$ cat src/include/slot_sta_params.svh
/*
 * Slot status monitor parameters
 * Slot count, link word width, report FIFO depth and reader credits
 */
`ifndef SLOT_STA_PARAMS_SVH
`define SLOT_STA_PARAMS_SVH

// ==================================================
// Backplane geometry
// ==================================================

// Monitored slots
`define NUM_SLOTS 16

// Slot number width, from the slot count
`define SLOT_W ($clog2(`NUM_SLOTS))

// Link word width, flag + reserved + status
`define LINK_W 18

// ==================================================
// Report path
// ==================================================

// Report FIFO entries
`define QUEUE_DEPTH 4

// Credits granted by the reader after reset
`define CREDIT_MAX 2

`endif

$ cat src/design/sta_link_pkg.sv
/*
 * Link word types for the slot status monitor
 * One 18-bit word read either as a frame header or as a status payload
 */
`include "slot_sta_params.svh"

package sta_link_pkg;

    // Header view, bit 17 set, slot number in the low bits
    typedef struct packed {
        logic                             flag;
        logic [`LINK_W-`SLOT_W-2:0]       rsvd;
        logic [`SLOT_W-1:0]               slot;
    } link_hdr_t;

    // Payload view, bit 16 unused
    typedef struct packed {
        logic        flag;
        logic        rsvd;
        logic [15:0] status;
    } link_pay_t;

    // Same word, two decodings
    typedef union packed {
        link_hdr_t hdr;
        link_pay_t pay;
    } link_word_u;

    // Position of a word in its frame, 0 means no open frame
    typedef logic [1:0] word_idx_t;

endpackage

$ cat src/design/sta_report_pkg.sv
/*
 * Report record types
 * Kind of change and the record handed to the downstream reader
 */
`include "slot_sta_params.svh"

package sta_report_pkg;

    // Why a record was made
    typedef enum logic [0:0] {
        STATUS_CHANGE = 1'b0,
        HOT_PLUG      = 1'b1
    } rpt_kind_e;

    // ==================================================
    // Report record, 37 bits
    // ==================================================
    typedef struct packed {
        // Slot the frame came from
        logic [`SLOT_W-1:0] slot;
        // Event class
        rpt_kind_e          kind;
        // New first status word
        logic [15:0]        sta1;
        // New second status word
        logic [15:0]        sta2;
    } rpt_rec_t;

endpackage

$ cat src/design/sta_ifaces.sv
/*
 * Internal buses of the slot status monitor
 * Decoded payload words and change events
 */
`timescale 1ns/10ps
`include "slot_sta_params.svh"

// ==================================================
// Decoded word, decoder to capture
// ==================================================
interface sta_word_if;
    // One-cycle qualifier per payload word
    logic                    valid;
    // Slot from the frame header
    logic [`SLOT_W-1:0]      slot;
    // Word 1 or word 2
    sta_link_pkg::word_idx_t idx;
    // Status bits 15:0
    logic [15:0]             status;

    modport src (output valid, output slot, output idx, output status);
    modport dst (input valid, input slot, input idx, input status);
endinterface

// ==================================================
// Change event, capture to report queue
// ==================================================
interface sta_event_if;
    // Single-cycle push, no ready
    logic                     valid;
    sta_report_pkg::rpt_rec_t rec;

    modport src (output valid, output rec);
    modport dst (input valid, input rec);
endinterface

$ cat src/design/sta_frame_decode.sv
/*
 * Status frame decoder
 * Tracks header slot and word position, forwards words 1 and 2
 * one cycle later tagged with slot and index
 */
`timescale 1ns/10ps
`include "slot_sta_params.svh"

module sta_frame_decode (
    input  logic                    clk_150m,
    input  logic                    rst_150m,
    input  logic                    link_valid,
    input  sta_link_pkg::link_word_u link_word,
    sta_word_if.src                 words
);

    // Slot latched from the last header
    logic [`SLOT_W-1:0]      slot_q;
    // Position of the next word in the frame
    sta_link_pkg::word_idx_t idx_q;
    logic                    is_hdr;
    logic                    is_pay;

    // Header view decides framing
    assign is_hdr = link_valid && link_word.hdr.flag;

    // Only words 1 and 2 carry status
    assign is_pay = link_valid && !link_word.pay.flag &&
                    (idx_q == 2'd1 || idx_q == 2'd2);

    // ==================================================
    // Frame tracking
    // ==================================================
    always_ff @(posedge clk_150m or negedge rst_150m) begin
        if (!rst_150m) begin
            slot_q <= '0;
            idx_q  <= 2'd0;
        end else if (!link_valid) begin
            // Frame ends with link_valid low
            idx_q <= 2'd0;
        end else if (is_hdr) begin
            // A header always opens a new frame
            slot_q <= link_word.hdr.slot;
            idx_q  <= 2'd1;
        end else if (idx_q != 2'd0 && idx_q != 2'd3) begin
            // Saturate at 3, later words are dropped
            idx_q <= idx_q + 2'd1;
        end
    end

    // Qualifier
    always_ff @(posedge clk_150m or negedge rst_150m) begin
        if (!rst_150m) begin
            words.valid <= 1'b0;
        end else begin
            words.valid <= is_pay;
        end
    end

    // Payload word, tagged with header slot
    always_ff @(posedge clk_150m) begin
        words.slot   <= slot_q;
        words.idx    <= idx_q;
        words.status <= link_word.pay.status;
    end

endmodule

$ cat src/design/slot_sta_capture.sv
/*
 * Per-slot status capture
 * Stores both status words per slot, keeps hot-plug levels,
 * detects changes at word 2 and pushes one event per change
 */
`timescale 1ns/10ps
`include "slot_sta_params.svh"

module slot_sta_capture (
    input  logic                  clk_150m,
    input  logic                  rst_150m,
    input  logic                  hold,
    sta_word_if.dst               words,
    input  logic [`SLOT_W-1:0]    rd_slot,
    output logic [15:0]           rd_sta1,
    output logic [15:0]           rd_sta2,
    output logic [`NUM_SLOTS-1:0] hot_plug_req,
    sta_event_if.src              events
);

    // Stored status pair per slot
    logic [15:0] sta1_mem [`NUM_SLOTS];
    logic [15:0] sta2_mem [`NUM_SLOTS];
    logic        take1;
    logic        take2;
    // Word 1 staged for the word 2 comparison
    logic        stg_ok;
    logic [15:0] stg_new1;
    logic [15:0] stg_old1;
    logic        is_hot;
    logic        is_change;

    assign take1 = words.valid && (words.idx == 2'd1);
    assign take2 = words.valid && (words.idx == 2'd2);

    // Rising hot-plug flag wins over a plain change
    assign is_hot    = stg_new1[15] && !stg_old1[15];
    assign is_change = (stg_new1 != stg_old1) || (words.status != sta2_mem[words.slot]);

    // Combinational readback
    assign rd_sta1 = sta1_mem[rd_slot];
    assign rd_sta2 = sta2_mem[rd_slot];

    // ==================================================
    // Status store and hot-plug levels, frozen by hold
    // ==================================================
    always_ff @(posedge clk_150m or negedge rst_150m) begin
        if (!rst_150m) begin
            for (int i = 0; i < `NUM_SLOTS; i++) begin
                sta1_mem[i] <= '0;
                sta2_mem[i] <= '0;
            end
            hot_plug_req <= '0;
        end else if (!hold) begin
            if (take1) begin
                sta1_mem[words.slot]     <= words.status;
                hot_plug_req[words.slot] <= words.status[15];
            end
            if (take2) begin
                sta2_mem[words.slot] <= words.status;
            end
        end
    end

    // Stage valid, word 1 under hold arms nothing
    always_ff @(posedge clk_150m or negedge rst_150m) begin
        if (!rst_150m) begin
            stg_ok <= 1'b0;
        end else if (take1) begin
            stg_ok <= !hold;
        end else if (take2) begin
            stg_ok <= 1'b0;
        end
    end

    // Keep new and previous sta1, the store is already overwritten
    always_ff @(posedge clk_150m) begin
        if (take1) begin
            stg_new1 <= words.status;
            stg_old1 <= sta1_mem[words.slot];
        end
    end

    // ==================================================
    // Event push, cycle after word 2
    // ==================================================
    always_ff @(posedge clk_150m or negedge rst_150m) begin
        if (!rst_150m) begin
            events.valid <= 1'b0;
        end else begin
            events.valid <= take2 && !hold && stg_ok && (is_hot || is_change);
        end
    end

    always_ff @(posedge clk_150m) begin
        if (take2) begin
            events.rec.slot <= words.slot;
            events.rec.kind <= is_hot ? sta_report_pkg::HOT_PLUG : sta_report_pkg::STATUS_CHANGE;
            events.rec.sta1 <= stg_new1;
            events.rec.sta2 <= words.status;
        end
    end

endmodule

$ cat src/design/sta_report_queue.sv
/*
 * Report queue with credit-based sending
 * Circular FIFO of records, sticky overflow on a push into a full queue,
 * head record sent while the reader has credit
 */
`timescale 1ns/10ps
`include "slot_sta_params.svh"

module sta_report_queue (
    input  logic                     clk_150m,
    input  logic                     rst_150m,
    sta_event_if.dst                 events,
    input  logic                     rpt_credit,
    output logic                     rpt_valid,
    output sta_report_pkg::rpt_rec_t rpt_rec,
    output logic                     overflow
);

    localparam int PTR_W = $clog2(`QUEUE_DEPTH);
    localparam int CNT_W = $clog2(`QUEUE_DEPTH + 1);
    localparam int CRD_W = $clog2(`CREDIT_MAX + 1);

    sta_report_pkg::rpt_rec_t fifo_mem [`QUEUE_DEPTH];
    logic [PTR_W-1:0]         wr_ptr;
    logic [PTR_W-1:0]         rd_ptr;
    // Entries held
    logic [CNT_W-1:0]         fill;
    // Records the reader can still take
    logic [CRD_W-1:0]         credit_cnt;
    logic                     full;
    logic                     empty;
    logic                     push;
    logic                     pop;

    assign full  = (fill == CNT_W'(`QUEUE_DEPTH));
    assign empty = (fill == '0);
    // Push into a full queue is lost
    assign push  = events.valid && !full;
    // A credit returning this cycle can be spent at once
    assign pop   = !empty && ((credit_cnt != '0) || rpt_credit);

    assign rpt_valid = pop;
    assign rpt_rec   = fifo_mem[rd_ptr];

    // Record storage
    always_ff @(posedge clk_150m) begin
        if (push) begin
            fifo_mem[wr_ptr] <= events.rec;
        end
    end

    // ==================================================
    // Pointers, fill level, credits
    // ==================================================
    always_ff @(posedge clk_150m or negedge rst_150m) begin
        if (!rst_150m) begin
            wr_ptr     <= '0;
            rd_ptr     <= '0;
            fill       <= '0;
            credit_cnt <= CRD_W'(`CREDIT_MAX);
        end else begin
            if (push) begin
                wr_ptr <= (wr_ptr == PTR_W'(`QUEUE_DEPTH - 1)) ? '0 : wr_ptr + 1'b1;
            end
            if (pop) begin
                rd_ptr <= (rd_ptr == PTR_W'(`QUEUE_DEPTH - 1)) ? '0 : rd_ptr + 1'b1;
            end
            case ({push, pop})
                2'b10:   fill <= fill + 1'b1;
                2'b01:   fill <= fill - 1'b1;
                default: fill <= fill;
            endcase
            // Returned credit and sent record cancel
            case ({rpt_credit, pop})
                2'b10:   credit_cnt <= credit_cnt + 1'b1;
                2'b01:   credit_cnt <= credit_cnt - 1'b1;
                default: credit_cnt <= credit_cnt;
            endcase
        end
    end

    // Sticky until reset
    always_ff @(posedge clk_150m or negedge rst_150m) begin
        if (!rst_150m) begin
            overflow <= 1'b0;
        end else if (events.valid && full) begin
            overflow <= 1'b1;
        end
    end

endmodule

$ cat src/design/slot_sta_top.sv
/*
 * Backplane slot status monitor, top level
 * Frame decode, per-slot capture and credit-controlled report queue
 */
`timescale 1ns/10ps
`include "slot_sta_params.svh"

module slot_sta_top (
    input  logic                      clk_150m,
    input  logic                      rst_150m,
    // Link word stream
    input  logic                      link_valid,
    input  logic [`LINK_W-1:0]        link_word,
    input  logic                      hold,
    // Readback by slot
    input  logic [`SLOT_W-1:0]        rd_slot,
    output logic [15:0]               rd_sta1,
    output logic [15:0]               rd_sta2,
    output logic [`NUM_SLOTS-1:0]     hot_plug_req,
    // Report stream to the reader
    output logic                      rpt_valid,
    output logic [`SLOT_W-1:0]        rpt_slot,
    output sta_report_pkg::rpt_kind_e rpt_kind,
    output logic [15:0]               rpt_sta1,
    output logic [15:0]               rpt_sta2,
    input  logic                      rpt_credit,
    output logic                      overflow
);

    sta_report_pkg::rpt_rec_t rpt_rec;

    // ==================================================
    // Internal buses
    // ==================================================
    sta_word_if  word_bus ();
    sta_event_if event_bus ();

    sta_frame_decode u_decode (
        .clk_150m   (clk_150m),
        .rst_150m   (rst_150m),
        .link_valid (link_valid),
        .link_word  (link_word),
        .words      (word_bus.src)
    );

    slot_sta_capture u_capture (
        .clk_150m     (clk_150m),
        .rst_150m     (rst_150m),
        .hold         (hold),
        .words        (word_bus.dst),
        .rd_slot      (rd_slot),
        .rd_sta1      (rd_sta1),
        .rd_sta2      (rd_sta2),
        .hot_plug_req (hot_plug_req),
        .events       (event_bus.src)
    );

    sta_report_queue u_queue (
        .clk_150m   (clk_150m),
        .rst_150m   (rst_150m),
        .events     (event_bus.dst),
        .rpt_credit (rpt_credit),
        .rpt_valid  (rpt_valid),
        .rpt_rec    (rpt_rec),
        .overflow   (overflow)
    );

    // Record fields onto plain ports
    assign rpt_slot = rpt_rec.slot;
    assign rpt_kind = rpt_rec.kind;
    assign rpt_sta1 = rpt_rec.sta1;
    assign rpt_sta2 = rpt_rec.sta2;

endmodule

$ cat config.mk
export PLATFORM = sky130hd
export DESIGN_NAME = slot_sta_top
export DESIGN_NICKNAME = d
export VERILOG_FILES = /design/src/design/sta_link_pkg.sv /design/src/design/sta_report_pkg.sv /design/src/design/sta_ifaces.sv /design/src/design/sta_frame_decode.sv /design/src/design/slot_sta_capture.sv /design/src/design/sta_report_queue.sv /design/src/design/slot_sta_top.sv
export VERILOG_INCLUDE_DIRS = /design/src /design/src/include
export SDC_FILE = /design/constraint.sdc
export NUM_CORES = 1
export LEC_CHECK = 0
export ABC_AREA = 0
export BUFFER_PORTS_ARGS = -buffer_cell sky130_fd_sc_hd__buf_2
export CELL_PAD_IN_SITES_DETAIL_PLACEMENT = 1
export CELL_PAD_IN_SITES_GLOBAL_PLACEMENT = 1
export CORE_UTILIZATION = 58
export CTS_CLUSTER_SIZE = 14
export DETAILED_ROUTE_END_ITERATION = 7
export PLACE_DENSITY = 0.89
export SYNTH_ARGS = -nofsm -noshare
export SYNTH_HDL_FRONTEND = slang
export SYNTH_SLANG_ARGS = --single-unit
$ cat constraint.sdc
create_clock -name clk_150m -period 5.6 [get_ports clk_150m]
set_input_delay 1.12 -clock clk_150m [delete_from_list [all_inputs] [get_ports clk_150m]]
set_output_delay 1.12 -clock clk_150m [all_outputs]
set_load 0.05 [all_outputs]
==> results.yml <==
status:
  status: "finished with violations"
  violations: "capacitance limit"
die:
  initial_utilization: 0.586
  design.die.area_um2: 63400
  num_rows: 91
  io_pins: 114
  die_height_um: 252
  fp.dieW_um: 252
  core_um2: 61700
pwr:
  power_density_nw_per_um2: 350
  total_leakage_power_uw: 0.0173
  p_total_uw: 14100
  vdd_drop_max_mv: 0.246
yosys:
  postSynthAreaPerCell_um2: 16.5
  synth-main-ff-cell: "dfrtp_1"
  synth_seq_cells: 770
  yosysTopAreaCellShare: 0.367
  synth_edf_count: 217
  async_reset_ff_frac: 0.690
  yosysWarnings: 0
  synth_largest_area_cell: "dfrtp_1"
  synth_cells: 2191
  netlist_area_um2: 36200
  syn_nets: 2227
  seq_area_frac_synth: 0.560
  synthTopCellsByArea: "dfrtp_1, mux4_2, edfxtp_1"
  synth_cell_types: 60
clock_tree:
  cts_resized: 0
  clock-root-buffer: "clkbuf_16"
  cts.sinks: 770
  cts_buffer_depth: 3
  post_cts.repair.setup_buffers: 0
  ctsHoldBuffers: 0
  clk_pin_slew_worst_paths_ps: 70
  clk_latency_ps: 660
  numCtsBuffers: 80
  cts_tree: "built"
  htree_levels: 3
routing:
  drtAntennaViolNets: 0
  met1_length_mm: 40.4
  drtIter0Drc: 2659
  vias: 22765
  topRoutingLayerUsed: "met5"
  dr.pass1.iters: 8
  wirelength_mm: 115
  drc: 0
  dr_wl_met2_mm: 56.4
  dr_wl_met3_mm: 11.9
  wire_per_inst_um: 36.7
  via_per_inst: 7.25
setup_path:
  crit_fanout: 46
  rr_worst_depth: 7
  crit_buf_inv: 3
  cp_common_cell: "mux4_2"
  reg2reg_from: "u_decode.words.slot[1]"
  startpoint: "rd_slot[0]"
  end_kind: "primary output"
  crit_slowest_cell: "mux4_2"
  r2r-end: "u_capture.events.valid"
  critPathLaunchType: "primary input"
  crit_arrival_ps: 3450
  critical-path-top-delay-family: "buffers and inverters"
  reg2reg_slack_ps: 1450
  slowest_delay_ps: 590
  path_cells: "clkbuf_8, buf_4, mux4_2, mux4_2, buf_2"
  worstSetupPathType: "in -> out"
  cp.required_ps: 4480
cells_and_area:
  utilization: 0.651
  layout.cells.most_common_list: "dfrtp_1, mux2_2, mux4_2"
  n_antenna_cell: 0
  layout_commonest_cell: "dfrtp_1"
  nets: 2277
  syn_to_final_growth_pct: 11.0
  drive_gt1_frac: 0.463
hold_path:
  worstHoldStart: "u_decode.slot_q[2]"
  hold_class: "reg -> reg"
  hold_depth: 0
  holdPathEnd: "u_decode.words.slot[2]"
flow_run:
  cap_violations: 1
grt:
  grt_max_degree: 140
  grt_pass1_vias: 25294
  grt_pass1_wl_mm: 172
  antenna_found_initial: 2
  grt-ovfl-total: 0
  grt_usage: 0.377
timing:
  finalSetupTns_ps: 0
  slew_violations: 0
  hold_viol: 0
  clock_skew_ps: 24.3
  fmax_ghz: 0.219
  worst_pin_slew_ps: 1480
  rsz0062_at_grt: "no"
  fin_crit_sh: 0.815
  slew_headroom: 0.0121
  setup_viol: 0
  period_needed_ps: 4570
placed_design:
  io_buffer_count: 112
  hpwl_mm: 65.6
  place_congestion: 0.825
## logic make-up after synthesis
kind of cell,synth area share
buf+inv,0.0300
fa+ha+maj,0.00332
compound gates,0.0248
flops,0.560
simple gates,0.0258
mux,0.348
xor+xnor,0.00871
## area by class of cell
type,count,area [um^2]
tap,837,1050
timing repair buffer,181,1190
clock inverter,30,422
sequential,770,20300
fill,5273,21500
inverter,14,52.6
clock buffer,116,2320
multi-input combinational,1194,14900
## registers in the layout, indices dropped and copies added, names as in the netlist
signal / count
u_decode.words.slot: 4
u_queue.overflow: 1
u_capture.stg_old1: 16
u_queue.credit_cnt: 2
u_queue.rd_ptr: 2
u_queue.fill: 3
u_capture.sta2_mem: 256
u_decode.words.status: 16
u_capture.events.valid: 1
u_capture.stg_ok: 1
u_decode.slot_q: 4
u_capture.hot_plug_req: 15
u_decode.words.valid: 1
u_capture.events.rec: 37
u_decode.idx_q: 2
u_queue.wr_ptr: 2
u_capture.stg_new1: 16
u_queue.fifo_mem: 148
u_capture.sta1_mem: 241
u_decode.words.idx: 2
## metrics by stage
stage	cell area (um^2)	hold slack, ps	setup WS [ps]	std cells
floorplan	36200	342	1480	2191
global placement	37400	351	1110	2996
detailed placement	37400	360	1050	2996
CTS	40200	384	1030	3142
global route	40200	401	943	3142
finish	40200	386	1030	3142
## synthesized netlist by cell type, types with 2 or more instances
library cell	count
and3_1	4
edfxtp_1	217
nor3_2	3
mux4_2	325
ha_1	8
nor3_1	6
a22o_1	2
a211oi_1	4
nand2b_1	3
xnor2_1	19
nand4_1	6
or2_2	2
and2_1	3
nand3b_1	3
nor2_2	3
o22a_1	3
a221oi_1	3
o21ai_0	110
buf_6	7
mux4_1	9
xor2_1	17
mux2_2	416
nor2_1	19
dfrtp_1	530
nand2_1	138
inv_1	13
nor4_1	3
buf_4	27
or3_1	2
a22oi_1	5
clkbuf_1	115
mux2i_1	35
nor2b_1	9
dfxtp_1	22
o221a_2	3
buf_2	50
buf_1	13
nand3_1	5
o22ai_1	7
a21oi_1	2
## layer usage
metal  GRT usage  vias to the layer above
li1            -                     8545
met4       0.206                        2
met1       0.472                    12090
met5           0                        -
met3       0.106                      502
met2       0.600                     1626
## worst max path at each step
stage / slack, ps / cells after the start / endpoint
floorplan: 1480 / 4 / rd_sta2[8]
global placement: 1110 / 5 / rd_sta2[15]
detailed placement: 1050 / 5 / rd_sta1[0]
CTS: 1030 / 5 / rd_sta1[0]
global route: 940 / 5 / rd_sta1[0]
finish: 1030 / 5 / rd_sta1[0]
## power breakdown
| group | total, uW | switching, uW | leakage, uW | internal [uW] |
|---|---|---|---|---|
| clock | 5700 | 2360 | 0.00133 | 3350 |
| combinational | 2190 | 1400 | 0.00648 | 790 |
| sequential | 6170 | 281 | 0.00951 | 5890 |
| total | 14100 | 4040 | 0.0173 | 10000 |
No activity file was read; power rests on OpenSTA's default activity.
